==> src/verilog/ahb_in_pkg.sv <==
// ----------------------------------------------------------
// AHB input stage package
// Bus encodings, field widths and the address phase record
// ----------------------------------------------------------

package ahb_in_pkg;

  // ----------------------------------------------------------
  // Field widths
  // ----------------------------------------------------------
  localparam int ADDR_W = 32;   // HADDR
  localparam int PROT_W = 4;    // HPROT
  localparam int OFFS_W = 4;    // Wrap offset, covers up to 16 beats

  // HTRANS
  typedef enum logic [1:0] {
    TRN_IDLE   = 2'b00,
    TRN_BUSY   = 2'b01,
    TRN_NONSEQ = 2'b10,
    TRN_SEQ    = 2'b11
  } htrans_t;

  // HBURST
  typedef enum logic [2:0] {
    BUR_SINGLE = 3'b000,
    BUR_INCR   = 3'b001,
    BUR_WRAP4  = 3'b010,
    BUR_INCR4  = 3'b011,
    BUR_WRAP8  = 3'b100,
    BUR_INCR8  = 3'b101,
    BUR_WRAP16 = 3'b110,
    BUR_INCR16 = 3'b111
  } hburst_t;

  // HRESP
  typedef enum logic [1:0] {
    RSP_OKAY  = 2'b00,
    RSP_ERROR = 2'b01,
    RSP_RETRY = 2'b10,
    RSP_SPLIT = 2'b11
  } hresp_t;

  typedef logic [2:0] hsize_t;  // Byte .. 1024 bit

  // One address phase as seen on the port
  typedef struct packed {
    logic              sel;
    htrans_t           trans;
    logic [ADDR_W-1:0] addr;
    logic              write;
    hsize_t            size;
    hburst_t           burst;
    logic [PROT_W-1:0] prot;
    logic              mastlock;
  } addr_ctrl_t;

endpackage

==> src/verilog/ahb_in_ctl_if.sv <==
// ----------------------------------------------------------
// Input stage control strobes
// Carries load and pending state to the datapath blocks
// ----------------------------------------------------------

`timescale 1ns/100ps

interface ahb_in_ctl_if;

  logic load;         // Valid address phase with HREADYS
  logic pend;         // Holding register in use
  logic hready;       // Copy of HREADYS
  logic start_held;   // SEQ loaded while output stage busy

  // Control side
  modport ctl (
    output load, pend, hready, start_held
  );

  // Datapath side
  modport dp (
    input load, pend, hready, start_held
  );

endinterface

==> src/verilog/ahb_in_ctrl.sv <==
// ----------------------------------------------------------
// AHB input stage control
// Address validity, pending transfer state, arbitration
// request and the data phase response to the master
// ----------------------------------------------------------

`timescale 1ns/100ps

module ahb_in_ctrl
  import ahb_in_pkg::*;
(
  input  logic            HCLK,
  input  logic            HRESETn,
  input  logic            HSELS,        // Port select
  input  htrans_t         HTRANSS,      // Transfer type from master
  input  logic            HREADYS,      // Bus ready
  input  logic            active_ip,    // Output stage driving this port
  input  logic            readyout_ip,  // Ready from output stage
  input  hresp_t          resp_ip,      // Response from output stage
  output logic            held_tran,    // Request to arbitration
  output logic            HREADYOUTS,
  output hresp_t          HRESPS,
  ahb_in_ctl_if.ctl       ctl
);

  // ----------------------------------------------------------
  // Address phase
  // ----------------------------------------------------------
  logic addr_valid;   // NONSEQ or SEQ to this port
  logic load;         // Holding register capture
  logic data_valid;   // Data phase of a valid transfer
  logic pend;         // Transfer waiting in holding register
  logic pend_next;

  assign addr_valid = HSELS & HTRANSS[1];   // Bit 1 set for NONSEQ/SEQ
  assign load       = addr_valid & HREADYS;

  // Data phase tracking, advances only with the bus
  always_ff @(posedge HCLK)
  begin
    if (!HRESETn)
      data_valid <= 1'b0;
    else if (HREADYS)
      data_valid <= addr_valid;
  end

  // ----------------------------------------------------------
  // Pending state
  // ----------------------------------------------------------
  // Set when a transfer arrives and the output stage is not ours,
  // dropped once the output stage completes it
  always_comb
  begin
    if (load && !active_ip)
      pend_next = 1'b1;
    else if (active_ip && readyout_ip)
      pend_next = 1'b0;
    else
      pend_next = pend;   // Back-pressure keeps it
  end

  always_ff @(posedge HCLK)
  begin
    if (!HRESETn)
      pend <= 1'b0;
    else
      pend <= pend_next;
  end

  assign held_tran = load | pend;   // Direct or held request

  // Strobes for the datapath
  assign ctl.load       = load;
  assign ctl.pend       = pend;
  assign ctl.hready     = HREADYS;
  assign ctl.start_held = load & ~active_ip & (HTRANSS == TRN_SEQ);

  // ----------------------------------------------------------
  // Response to master
  // ----------------------------------------------------------
  always_comb
  begin
    if (!data_valid)
    begin
      HREADYOUTS = 1'b1;        // Idle, busy or not selected
      HRESPS     = RSP_OKAY;
    end
    else if (pend)
    begin
      HREADYOUTS = 1'b0;        // Stall while held
      HRESPS     = RSP_OKAY;
    end
    else
    begin
      HREADYOUTS = readyout_ip;
      HRESPS     = resp_ip;
    end
  end

  // Stalled master stays stalled until the output stage completes
  a_pend_stall : assert property (
    @(posedge HCLK) disable iff (!HRESETn)
    (pend && data_valid && !HREADYS && !(active_ip && readyout_ip)) |=> !HREADYOUTS
  );

  // Holding register only ever fills from a load
  a_pend_rise : assert property (
    @(posedge HCLK) disable iff (!HRESETn)
    $rose(pend) |-> $past(load)
  );

endmodule

==> src/verilog/ahb_hold_reg.sv <==
// ----------------------------------------------------------
// AHB input stage holding register
// Captures an address phase and selects held or direct path
// ----------------------------------------------------------

`timescale 1ns/100ps

module ahb_hold_reg
  import ahb_in_pkg::*;
(
  input  logic        HCLK,
  input  logic        HRESETn,
  input  addr_ctrl_t  in_ac,      // Address phase from master
  ahb_in_ctl_if.dp    ctl,
  output addr_ctrl_t  sel_ac,     // Selected address phase
  output htrans_t     src_trans   // Raw type, for burst recovery
);

  // ----------------------------------------------------------
  // Holding register
  // ----------------------------------------------------------
  addr_ctrl_t held_ac;   // Last loaded address phase

  // Loads on every accepted transfer, held path used only when pending
  always_ff @(posedge HCLK)
  begin
    if (ctl.load)
      held_ac <= in_ac;
  end

  // ----------------------------------------------------------
  // Path select
  // ----------------------------------------------------------
  always_comb
  begin
    if (ctl.pend)
    begin
      sel_ac       = held_ac;
      sel_ac.sel   = 1'b1;          // Held transfer always selected
      sel_ac.trans = TRN_NONSEQ;    // Replayed as a fresh transfer
    end
    else
    begin
      sel_ac = in_ac;               // Straight through
    end
  end

  // Keeps the original SEQ/NONSEQ so an interrupted burst is spotted
  always_comb
  begin
    if (ctl.pend)
      src_trans = held_ac.trans;
    else
      src_trans = in_ac.trans;
  end

  // Held payload is frozen across the whole pending period
  a_held_stable : assert property (
    @(posedge HCLK) disable iff (!HRESETn)
    (ctl.pend && !ctl.load) |=> $stable(held_ac)
  );

endmodule

==> src/verilog/ahb_burst_term.sv <==
// ----------------------------------------------------------
// AHB input stage early burst termination
// Forces INCR on interrupted bursts and breaks a replayed
// wrap burst into NONSEQ/IDLE at the wrap boundary
// ----------------------------------------------------------

`timescale 1ns/100ps

module ahb_burst_term
  import ahb_in_pkg::*;
(
  input  logic        HCLK,
  input  logic        HRESETn,
  input  addr_ctrl_t  in_ac,      // Address phase from master
  input  addr_ctrl_t  sel_ac,     // After held/direct select
  input  htrans_t     src_trans,  // Raw type of selected transfer
  ahb_in_ctl_if.dp    ctl,
  output htrans_t     trans_o,
  output hburst_t     burst_o
);

  logic              burst_override;  // Burst lost its fixed length
  logic              bound;           // Last beat hit wrap boundary
  logic              bound_next;
  logic              bound_en;
  logic [OFFS_W-1:0] offset_addr;     // Beat index within the wrap
  logic [OFFS_W-1:0] check_addr;      // Offset padded to wrap length

  // ----------------------------------------------------------
  // Burst override
  // ----------------------------------------------------------
  always_ff @(posedge HCLK)
  begin
    if (!HRESETn)
      burst_override <= 1'b0;
    else if (ctl.hready)
    begin
      if (in_ac.trans == TRN_NONSEQ || in_ac.trans == TRN_IDLE)
        burst_override <= 1'b0;       // New burst or end of burst
      else if (ctl.start_held)
        burst_override <= 1'b1;       // Burst interrupted mid-way
    end
  end

  // ----------------------------------------------------------
  // Boundary check
  // ----------------------------------------------------------
  always_comb
  begin
    case (in_ac.size)
      3'b000:  offset_addr = in_ac.addr[3:0];   // Byte
      3'b001:  offset_addr = in_ac.addr[4:1];   // Halfword
      3'b010:  offset_addr = in_ac.addr[5:2];   // Word
      3'b011:  offset_addr = in_ac.addr[6:3];   // Doubleword
      default: offset_addr = in_ac.addr[3:0];   // Wider sizes not scaled
    endcase
  end

  // Upper bits forced high so only the wrapped bits are compared
  always_comb
  begin
    case (in_ac.burst)
      BUR_WRAP4:  check_addr = {2'b11, offset_addr[1:0]};
      BUR_WRAP8:  check_addr = {1'b1, offset_addr[2:0]};
      BUR_WRAP16: check_addr = offset_addr;
      default:    check_addr = '0;          // Non-wrap never matches
    endcase
  end

  assign bound_next = &check_addr;
  assign bound_en   = in_ac.trans[1] & ctl.hready;   // Accepted NONSEQ/SEQ

  always_ff @(posedge HCLK)
  begin
    if (!HRESETn)
      bound <= 1'b0;
    else if (bound_en)
      bound <= bound_next;
  end

  // ----------------------------------------------------------
  // Output override
  // ----------------------------------------------------------
  // SEQ->NONSEQ and BUSY->IDLE past the boundary
  assign trans_o = (burst_override && bound)
                 ? htrans_t'({sel_ac.trans[1], 1'b0})
                 : sel_ac.trans;

  assign burst_o = (burst_override && (src_trans != TRN_NONSEQ))
                 ? BUR_INCR
                 : sel_ac.burst;

  // Replay of an interrupted burst never claims a fixed length
  a_incr_override : assert property (
    @(posedge HCLK) disable iff (!HRESETn)
    ctl.start_held |=> (burst_o == BUR_INCR)
  );

endmodule

==> src/verilog/ahb_in_stage.sv <==
// ----------------------------------------------------------
// AHB bus matrix input stage
// Holds a transfer the output stage cannot take yet and
// replays it, stalling the master meanwhile
// ----------------------------------------------------------

`timescale 1ns/100ps

module ahb_in_stage
  import ahb_in_pkg::*;
(
  input  logic              HCLK,
  input  logic              HRESETn,
  // Master side address phase
  input  logic              HSELS,
  input  logic [ADDR_W-1:0] HADDRS,
  input  htrans_t           HTRANSS,
  input  logic              HWRITES,
  input  hsize_t            HSIZES,
  input  hburst_t           HBURSTS,
  input  logic [PROT_W-1:0] HPROTS,
  input  logic              HMASTLOCKS,
  input  logic              HREADYS,
  // From output stage
  input  logic              active_ip,
  input  logic              readyout_ip,
  input  hresp_t            resp_ip,
  // Response to master
  output logic              HREADYOUTS,
  output hresp_t            HRESPS,
  // To output stage
  output logic              sel_ip,
  output logic [ADDR_W-1:0] addr_ip,
  output htrans_t           trans_ip,
  output logic              write_ip,
  output hsize_t            size_ip,
  output hburst_t           burst_ip,
  output logic [PROT_W-1:0] prot_ip,
  output logic              mastlock_ip,
  output logic              held_tran_ip   // Arbitration request
);

  addr_ctrl_t in_ac;       // Packed master address phase
  addr_ctrl_t sel_ac;      // Held or direct
  htrans_t    src_trans;

  ahb_in_ctl_if u_ctl_if ();

  // ----------------------------------------------------------
  // Pack inputs
  // ----------------------------------------------------------
  assign in_ac.sel      = HSELS;
  assign in_ac.trans    = HTRANSS;
  assign in_ac.addr     = HADDRS;
  assign in_ac.write    = HWRITES;
  assign in_ac.size     = HSIZES;
  assign in_ac.burst    = HBURSTS;
  assign in_ac.prot     = HPROTS;
  assign in_ac.mastlock = HMASTLOCKS;

  ahb_in_ctrl u_ctrl (
    .HCLK        (HCLK),
    .HRESETn     (HRESETn),
    .HSELS       (HSELS),
    .HTRANSS     (HTRANSS),
    .HREADYS     (HREADYS),
    .active_ip   (active_ip),
    .readyout_ip (readyout_ip),
    .resp_ip     (resp_ip),
    .held_tran   (held_tran_ip),
    .HREADYOUTS  (HREADYOUTS),
    .HRESPS      (HRESPS),
    .ctl         (u_ctl_if.ctl)
  );

  ahb_hold_reg u_hold (
    .HCLK      (HCLK),
    .HRESETn   (HRESETn),
    .in_ac     (in_ac),
    .ctl       (u_ctl_if.dp),
    .sel_ac    (sel_ac),
    .src_trans (src_trans)
  );

  ahb_burst_term u_burst (
    .HCLK      (HCLK),
    .HRESETn   (HRESETn),
    .in_ac     (in_ac),
    .sel_ac    (sel_ac),
    .src_trans (src_trans),
    .ctl       (u_ctl_if.dp),
    .trans_o   (trans_ip),   // Type and burst after termination fixup
    .burst_o   (burst_ip)
  );

  // Remaining fields straight from the select
  assign sel_ip      = sel_ac.sel;
  assign addr_ip     = sel_ac.addr;
  assign write_ip    = sel_ac.write;
  assign size_ip     = sel_ac.size;
  assign prot_ip     = sel_ac.prot;
  assign mastlock_ip = sel_ac.mastlock;

endmodule

==> config.mk <==
export PLATFORM = sky130hd
export DESIGN_NAME = ahb_in_stage
export DESIGN_NICKNAME = d
export VERILOG_FILES = /design/src/verilog/ahb_in_pkg.sv /design/src/verilog/ahb_in_ctl_if.sv /design/src/verilog/ahb_in_ctrl.sv /design/src/verilog/ahb_hold_reg.sv /design/src/verilog/ahb_burst_term.sv /design/src/verilog/ahb_in_stage.sv
export SDC_FILE = /design/constraint.sdc
export NUM_CORES = 1
export LEC_CHECK = 0
export BUFFER_PORTS_ARGS = -buffer_cell sky130_fd_sc_hd__buf_2
export CAP_MARGIN = 40
export CORE_MARGIN = 3
export CORE_UTILIZATION = 43
export CTS_CLUSTER_DIAMETER = 200
export CTS_CLUSTER_SIZE = 28
export DETAILED_ROUTE_END_ITERATION = 16
export PLACE_DENSITY = 0.76
export SETUP_SLACK_MARGIN = 0.02
export SYNTH_ARGS = -nofsm -noshare
export SYNTH_HDL_FRONTEND = slang
export SYNTH_HIERARCHICAL = 1
export SYNTH_SLANG_ARGS = --single-unit
==> constraint.sdc <==
create_clock -name HCLK -period 1.9 [get_ports HCLK]
set_input_delay 0.38 -clock HCLK [delete_from_list [all_inputs] [get_ports HCLK]]
set_output_delay 0.38 -clock HCLK [all_outputs]
set_load 0.005 [all_outputs]
Yosys cells after proc, flatten, opt, wreduce, memory -nomap -nowiden:

Index checks and enable logic that the tools add are counted.
Widths: inputs -> output; s select.

* eq/ne operators: 9
* reductions and logical operators: 11
* bitwise gates (word level): 7
* mux-type cells: 14

Operators by type and width (number)
* $mux 47: 1
* $pmux 4 s3: 2
* $eq 3x2->1 const B: 3
* $mux 1: 7
* $eq 3x3->1 const B: 2
* $mux 2: 3
* $and 1x1->1: 5
* $eq 2x2->1 const B: 2
* $logic_and 1x1->1: 4
* $reduce_and 4->1: 1
* $reduce_bool 2->1: 2
* $eq 3x1->1 const B: 1
* $mux 3: 1
* $logic_not 2->1: 1
* $ne 2x2->1 const B: 1
* $reduce_and 2->1: 1
* $logic_not 1->1: 1
* $logic_or 1x1->1: 1
* $not 1->1: 1
* $or 1x1->1: 1

* register bits: 50
* logic and storage cells: 52
* output and inout port bits: 51
* bits of input ports: 54

Longest topological paths before layout:

Gate-level depths: netlist of the first run.

* word-level depth: 6
* gate-level depth with buffers: 5

Modules after synthesis:

Netlist of the first run, hierarchy kept.

By module, submodules not included
* ahb_hold_reg: instances 1, cells each 100, sequential area each 1381.3 sq um, area each 1989.4 sq um
* ahb_burst_term: instances 1, cells each 42, sequential area each 40.0 sq um, area each 300.3 sq um
* ahb_in_ctrl: instances 1, cells each 16, sequential area each 40.0 sq um, area each 145.1 sq um

Least setup slack after synthesis of the first run:

Ideal clock, no wire load.

* kind: input-to-reg
* from: in HTRANSS[1]
* to: reg u_hold/held_ac[0] (netlist name) (enable)
* required time: 1.500 ns
* stages on the path: 2
* arrival: 1.412 ns
* slack: 0.088 ns
* setup time: 0.400 ns
* cells stage by stage: nand3_2 -> inv_1

* word-level cells in the longest chain between the ends: 2

RTL lines
* from (decl): RTL line ahb_in_stage.sv:17 `input htrans_t HTRANSS,`
* $and 1x1->1: RTL line ahb_in_ctrl.sv:35 `assign addr_valid = HSELS & HTRANSS[1];`
* $and 1x1->1: RTL line ahb_in_ctrl.sv:36 `assign load = addr_valid & HREADYS;`
* named net u_ctl_if.load: RTL line ahb_in_ctl_if.sv:10 `logic load;`
* to (signal assigned): RTL line ahb_hold_reg.sv:28 `held_ac <= in_ac;`
* to (decl): RTL line ahb_hold_reg.sv:22 `addr_ctrl_t held_ac;`

The timed path passes the listed nets, and every way through them passes these cells.
A chain may end at the register's enable or synchronous reset.

Worst setup path in the final report of the first run:

* from: reg u_ctrl.pend, in the netlist u_ctrl/ctl.pend
* to: out burst_ip[1]

* word-level cells in the longest chain between the ends: 4
* elaborated cells on any way between the ends: 5
* classes of those cells: 1 x eq/ne; 3 x mux; 1 x reduce/logical

RTL lines
* from (decl): RTL line ahb_in_ctrl.sv:32 `logic pend;`
* from (signal assigned): RTL line ahb_in_ctrl.sv:67 `pend <= pend_next;`
* $mux 2: RTL line ahb_hold_reg.sv:51 `if (ctl.pend)`
* named net src_trans[1]: RTL line ahb_in_stage.sv:45 `htrans_t src_trans;`
* $ne 2x2->1: RTL line ahb_burst_term.sv:89 `assign burst_o = (burst_override && (src_trans != TRN_NONSEQ))`
* $logic_and 1x1->1: RTL line ahb_burst_term.sv:89
* $mux 3: RTL line ahb_burst_term.sv:90 `? BUR_INCR`
* to (decl): RTL line ahb_in_stage.sv:37 `output hburst_t burst_ip,`

The timed path passes the listed nets, and every way through them passes these cells.

==> metrics.md, run 1 <==
| Metric | Value |
|---|---|
| Run status | `finished clean` |
| Clock Latency Late Sink | `0.29 ns` |
| Internal power consumption | `0.001824 W` |
| Post-DP HPWL | `3867 um` |
| Count of distinct cell types in the synthesized netlist | `32` |
| Yosys top cell area share | `between 50% and 60%` |
| Final Max Tran Viols | `0` |
| Final-report hold violation count | `0` |
| Flip-flop and latch count after synthesis | `50` |
| Number of nets in the final layout | `320` |
| Design Power | `around 0.0023 W` |
| Critical path type | `reg -> out` |
| Drt drc | `0` |
| Detail-routed via count per cell | `~5.0` |
| Row cnt | `26` |
| Initial core utilization | `45.92%` |
| Maximum capacitance violations | `0` |
| Global route overflow | `0` |
| Transition time at the pin with the least slew margin | `~0.32 ns` |
| Avg Inst Size Synth | `15.41 um^2` |
| Net switching power | `0.0005059 W` |
| Cell area after layout | `between 0.003 and 0.004 mm^2` |
| Number of antenna repair diodes | `0` |
| Number of clock sinks | `50` |
| Type of the most critical hold path | `in -> reg` |
| Wire length of the first global-routing pass | `just under 8000 um` |
| RD Place Congestion | `roughly 0.7` |
| Max Clock Skew | `0 ns` |
| Proportion of synthesized flip-flops having asynchronous set or reset | `0%` |
| Leading cell types by total area after synthesis | `sky130_fd_sc_hd__edfxtp_1 57%, sky130_fd_sc_hd__mux2_2 18%, sky130_fd_sc_hd__mux2_4 4.3%` |
| Number of hold buffers added after CTS | `0` |
| Via count | `1685` |
| Post-synthesis sequential area ratio | `60.02%` |
| CTS Root Cell | `sky130_fd_sc_hd__clkbuf_8` |
| Origin of the worst min-delay path | `HADDRS[15]` |
| Critical path startpoint category | `flip-flop` |
| Clk buf depth | `2` |
| Clock edge transition at the registers on the reported setup and hold paths | `0.09 ns` |
| Sequential fraction of design power | `54.3%` |
| Number of top-level pins | `105` |
| Ratio of total power to cell area | `between 700 and 800 mW/mm^2` |
| CTS H-tree depth | `2` |
| Most frequently used cell type in the post-synthesis netlist | `sky130_fd_sc_hd__edfxtp_1` |
| Maximum number of pins on one net before global-route repair | `32` |
| Arrival time at the worst endpoint | `approximately 1.5 ns` |
| Source of the worst register-to-register timing path | `u_ctrl/ctl.pend$_SDFFE_PN0P_` |
| DRT iter0 DRCs | `48` |
| Worst vdd rail ir drop | `331.6 uV` |
| Core ar. | `0.005303 mm^2` |
| Number of antenna violations at the first check in global routing | `0` |
| Drt pass-1 iters | `4` |
| Commonest cells in the synthesized netlist | `46 x sky130_fd_sc_hd__edfxtp_1, 40 x sky130_fd_sc_hd__mux2_2, 9 x sky130_fd_sc_hd__inv_1` |
| Max-Slew Margin vs Limit | `78.50%` |
| Die Ht | `about 81 um` |
| Count of flip-flops with a built-in enable after synthesis | `46` |
| RSZ-0062 raised after global routing | `true` |
| Yosys warning total | `6` |
| Min Tclk post-route | `1.839 ns` |
| Area growth from synthesis to layout | `31.24%` |
| Clock power frac | `a little under a third` |
| Area of the die | `0.006602 mm^2` |
| Global-route usage over all layers | `15.84%` |
| Leak | `between 1 and 1.5 nW` |
| Port-buffer cells | `104` |
| WL per Instance | `roughly 16 um` |
| Combined area of all synthesized cells | `roughly 0.0024 mm^2` |
| Count of mapped cells out of synthesis | `158` |
| TritonCTS clock tree | `done` |
| Share of the clock period used by the worst path after layout | `a little over nine tenths` |
| Worst setup EP type | `primary output` |
| Final sum of negative setup slack | `0 ns` |
| Inserted Clock Buffers | `5` |
| Share of post-route cells with drive strength above 1 | `65.17%` |
| Required time of the worst setup path | `1.52 ns` |
| Number of setup violations in the final report | `0` |
| Combinational power share | `13.7%` |
| Die Wd | `approximately 81 um` |
| Cell area after placement | `approximately 0.0030 mm^2` |
| Vias in the first global route | `1594` |
| Primary flip-flop cell chosen by synthesis mapping | `sky130_fd_sc_hd__edfxtp_1` |
| Startpoint of the most critical setup path | `u_ctrl/ctl.pend$_SDFFE_PN0P_` |
| Net switching fraction of the power | `21.71%` |
| Final wirelength | `5249 um` |
| DRT antenna net count | `0` |
| Post-CTS Setup Inserts | `0` |
| Achievable clock frequency | `0.5438 GHz` |
| Post-synthesis cell type with the largest combined area | `sky130_fd_sc_hd__edfxtp_1` |
| CP max FO | `5` |
| Post-synthesis net count | `~210` |
-- timing repair --
action                                  CTS  global route
resized for setup                         3             4
hold endpoints to repair                  0             0
endpoints found under the setup margin    4            16
cloned                                    1             0
-- power by group through the flow --
stage | clock network (W) | registers (W) | logic (W)
6_report | 0.000744 | 0.00127 | 0.000320
5_1_grt | 0.000825 | 0.00127 | 0.000353
4_1_cts | 0.000774 | 0.00127 | 0.000324
3_5_place_dp | 0 | 0.00129 | 0.000315
3_3_place_gp | 0 | 0.00129 | 0.000310
2_1_floorplan | 0 | 0.00129 | 0.000155
-- worst paths after layout --
| check | to | slack [ns] | cells past startpoint |
|---|---|---|---|
| worst min register to register | u_ctrl/data_valid$_SDFFE_PN0P_ | 0.51 | 2 |
| worst max-delay path | burst_ip[1] | 0.06 | 5 |
| worst max register to register | u_ctrl/ctl.pend$_SDFFE_PN0P_ | 0.85 | 3 |
| worst min-delay path | u_hold/held_ac[27]$_DFFE_PP_ | 0.26 | 1 |
-- worst max-delay path, stage by stage, from the launching register on --
cell	delay (ns)
sky130_fd_sc_hd__dfxtp_4	0.39
sky130_fd_sc_hd__mux2_2	0.35
sky130_fd_sc_hd__inv_2	0.07
sky130_fd_sc_hd__o21ai_4	0.07
sky130_fd_sc_hd__and2_1	0.16
sky130_fd_sc_hd__buf_2	0.12
-- through the flow --
stage | util [%] | setup WS, ns | instances | hold WS, ns
after global placement | 57.10 | 0.1185 | 328 | 0.4828
after floorplan | - | 0.08775 | 158 | 0.4466
after global routing | 60.26 | 0.0008589 | 337 | 0.2443
after CTS | 59.98 | 0.02525 | 337 | 0.2495
final | 60.26 | 0.06101 | 337 | 0.2622
after detailed placement | 57.10 | 0.1145 | 328 | 0.4765
-- metal layers --
metal  global-route usage [%]  vias to the layer above  part of all wire [%]
met3                    2.882                        8                   4.1
met1                    19.59                      818                    42
li1                         -                      816                     -
met5                        0                        -                     0
met4                    6.081                        0                   1.6
met2                    27.42                       43                    52
-- final cells by class --
cell class              instances  area, um^2
fillers                       431        2107
flip-flops and latches         50        1465
multi-input cells              91       883.3
repair buffers                109       611.8
well taps                      70       87.58
clock buffers                   5       68.82
clock inverters                 3       45.04
inverters                       9       33.78
-- flip-flops by register name, indices dropped and copies added (netlist names) --
name	count
u_hold/held_ac	46
u_burst/bound	1
u_burst/burst_override	1
u_ctrl/ctl.pend	1
u_ctrl/data_valid	1
-- cells in the final DEF (no fill, tap or decap), drive strengths merged, types with 2 or more instances in the layout --
cell      netlist  layout
and2            2       2
a21oi           5       5
nor2            3       3
nand2b          5       5
a31oi           2       2
mux2i           2       2
clkinvlp        0       2
nor3b           2       2
and3b           2       2
o21ai           4       4
or2             2       2
edfxtp         46      46
buf             8     108
inv             9       9
dfxtp           4       4
mux2           47      47
clkbuf          0       5
a21boi          3       3
-- kinds of logic after synthesis --
family                 Yosys count  share of synthesized area, %
AO/OA/AOI/OAI                   22                         6.423
buffers and inverters           17                         4.317
flip-flops                      50                         60.02
multiplexers                    49                         23.64
AND/OR/NAND/NOR                 20                         5.601
Note: power is estimated with default switching activity, not from simulation.
==> inputs of run 2 (changes only) <==
==> constraint.sdc (replaced) <==
create_clock -name HCLK -period 1.9 [get_ports HCLK]
set_input_delay 0.38 -clock HCLK [delete_from_list [all_inputs] [get_ports HCLK]]
set_output_delay 0.38 -clock HCLK [all_outputs]
set_load 0.01 [all_outputs]
==> run 2 against run 1 <==
- clock power is 21% higher
- flip-flop and latch count stayed put
- via count is 1.8% higher
- clock skew stayed put
- non-clock buffer count is 4 higher
- first-iteration DRC count is 25% higher
- die area stayed put
- global-route usage is 0.44 points higher
- sequential share of layout area is 1.2 points lower
==> metrics.md, run 2 (same netlist as run 1, synthesis figures left out) <==
| Metric | Value |
|---|---|
| Required time of the worst setup path | `roughly 1.5 ns` |
| Origin of the worst min-delay path | `HADDRS[29]` |
| Utilization of the core after routing | `61.85%` |
| RSZ-0062 raised after global routing | `true` |
| RD Place Congestion | `between 0.7 and 0.8` |
| CTS Root Cell | `sky130_fd_sc_hd__clkbuf_8` |
| Final Max Tran Viols | `0` |
| Setup slack, reg-to-reg | `0.82 ns` |
| Number of buffer and inverter stages on the critical path | `2` |
| Area growth from synthesis to layout | `34.69%` |
| Row cnt | `26` |
| Leading cell types in the layout, fill and taps excluded | `103 x sky130_fd_sc_hd__buf_2, 46 x sky130_fd_sc_hd__edfxtp_1, 38 x sky130_fd_sc_hd__mux2_2` |
| WL per Instance | `between 15 and 20 um` |
| Cell area after layout | `~0.0033 mm^2` |
| Drt drc | `0` |
| Setup slack of the critical path after layout | `0.04743 ns` |
| Cell area after placement | `about 0.0030 mm^2` |
| Source of the worst register-to-register timing path | `u_burst/bound$_SDFFE_PN0P_` |
| Run status | `finished clean` |
| Max-Slew Margin vs Limit | `81.08%` |
| Internal power consumption | `0.002003 W` |
| Clock Latency Late Sink | `0.29 ns` |
| Clk buf depth | `2` |
| Number of clock sinks | `50` |
| Vias in the first global route | `1683` |
| Share of the clock period used by the worst path after layout | `97.50%` |
| Sequential fraction of design power | `roughly 50%` |
| Worst setup EP type | `primary output` |
| Maximum number of pins on one net before global-route repair | `29` |
| Area of the die | `0.006602 mm^2` |
| Number of setup violations in the final report | `0` |
| Port-buffer cells | `104` |
| Final-report hold violation count | `0` |
| Drt pass-1 iters | `6` |
| Min-Delay Endpoint | `u_hold/held_ac[41]$_DFFE_PP_` |
| Cell with the largest stage delay on the worst path | `sky130_fd_sc_hd__dfxtp_4` |
| Depth of the most critical reg-to-reg path | `4` |
| Global-route usage over all layers | `16.28%` |
| Max Clock Skew | `0 ns` |
| Clock edge transition at the registers on the reported setup and hold paths | `0.09 ns` |
| Maximum capacitance violations | `0` |
| CP max FO | `14` |
| Die Ht | `81.25 um` |
| Core ar. | `between 0.005 and 0.006 mm^2` |
| Type of the most critical hold path | `in -> reg` |
| Worst hold stages | `1` |
| Inserted Clock Buffers | `5` |
| Via count | `1716` |
| Critical path startpoint category | `flip-flop` |
| Number of hold buffers added after CTS | `0` |
| Destination of the worst register-to-register timing path | `u_burst/bound$_SDFFE_PN0P_` |
| Combinational power share | `14.2%` |
| DRT iter0 DRCs | `60` |
| Number of antenna violations at the first check in global routing | `0` |
| Min Tclk post-route | `between 1.5 and 2 ns` |
| Number of antenna repair diodes | `0` |
| Post-DP HPWL | `3947 um` |
| Wire length of the first global-routing pass | `approximately 8100 um` |
| TritonCTS clock tree | `done` |
| Ratio of total power to cell area | `770.2 mW/mm^2` |
| Worst vdd rail ir drop | `360.9 uV` |
| Clock power frac | `35.7%` |
| Leak | `1.360 nW` |
| Transition time at the pin with the least slew margin | `0.2838 ns` |
| Final wirelength | `about 5300 um` |
| Number of nets in the final layout | `324` |
| Largest delay share family, worst path | `buffers and inverters` |
| Most common cell after layout, fill and taps aside | `sky130_fd_sc_hd__buf_2` |
| Worst slack at placement | `0.1249 ns` |
| Initial core utilization | `a little under half` |
| Number of top-level pins | `between 100 and 150` |
| Critical path type | `reg -> out` |
| Critical path cell sequence | `bufbuf_16, mux2_2, buf_2` |
| Die Wd | `81.25 um` |
| Global route overflow | `0` |
| Number of flip-flops under the largest register name | `46` |
| Achievable clock frequency | `0.5398 GHz` |
| Net switching fraction of the power | `20.69%` |
| Top register by number of flip-flops | `u_hold/held_ac` |
| Arrival time at the worst endpoint | `1.47 ns` |
| Net switching power | `0.0005225 W` |
| CTS H-tree depth | `2` |
| Share of post-route cells with drive strength above 1 | `66.05%` |
| DRT antenna net count | `0` |
| Detail-routed via count per cell | `5.032` |
| Crit-path max cell delay | `0.41 ns` |
## run 2: power groups by stage
stage | sequential, W | clock, W | combinational [W]
CTS | 0.00127 | 0.000926 | 0.000354
finish | 0.00127 | 0.000901 | 0.000358
detailed placement | 0.00129 | 0 | 0.000345
global placement | 0.00129 | 0 | 0.000338
global route | 0.00127 | 0.000992 | 0.000391
floorplan | 0.00129 | 0 | 0.000183
## run 2: worst reg2reg max path: stages (launching register included)
cell and delay, ns:
sky130_fd_sc_hd__dfxtp_1 0.34, sky130_fd_sc_hd__nand2_1 0.05, sky130_fd_sc_hd__a21oi_1 0.24, sky130_fd_sc_hd__a31oi_1 0.10, sky130_fd_sc_hd__a221oi_2 0.27
## run 2: timing repair
action | in CTS | in global routing
endpoints found under the setup margin | 13 | 26
cloned | 1 | 0
pin swaps | 1 | 2
buffers inserted | 0 | 4
gates resized for setup | 5 | 5
## run 2: worst max path at each step
stage / start / endpoint / cells past startpoint
global placement: HTRANSS[0] / burst_ip[2] / 5
finish: u_ctrl/ctl.pend$_SDFFE_PN0P_ / addr_ip[0] / 3
CTS: u_ctrl/ctl.pend$_SDFFE_PN0P_ / burst_ip[1] / 4
global route: u_ctrl/ctl.pend$_SDFFE_PN0P_ / addr_ip[0] / 3
floorplan: HTRANSS[1] / u_hold/held_ac[0]$_DFFE_PP_ / 2
detailed placement: HTRANSS[0] / burst_ip[1] / 5
## run 2: layout make-up
cell class,instances,area (um^2)
well taps,70,87.58
flip-flops and latches,50,1465
fillers,451,2023
clock inverters,2,60.06
multi-input cells,91,889.6
clock buffers,6,82.58
repair buffers,113,660.6
inverters,9,33.78
## run 2: metrics by stage
| stage | std cells | setup TNS, ns | hold WS [ns] | power, W |
|---|---|---|---|---|
| CTS | 337 | 0 | 0.2571 | 0.002547 |
| global route | 341 | -0.1951 | 0.2411 | 0.002654 |
| global placement | 328 | 0 | 0.4803 | 0.001628 |
| floorplan | 158 | 0 | 0.4466 | 0.001472 |
| finish | 341 | 0 | 0.2648 | 0.002526 |
| detailed placement | 328 | 0 | 0.4844 | 0.001638 |
## run 2: layer usage
layer	share of wire (%)	global-route usage, %	up-vias	wire, um
li1	-	-	826	-
met4	1.3	5.574	0	71
met1	40	19.77	836	2101
met5	0	0	-	0
met2	54	28.98	48	2881
met3	4.7	2.882	6	247
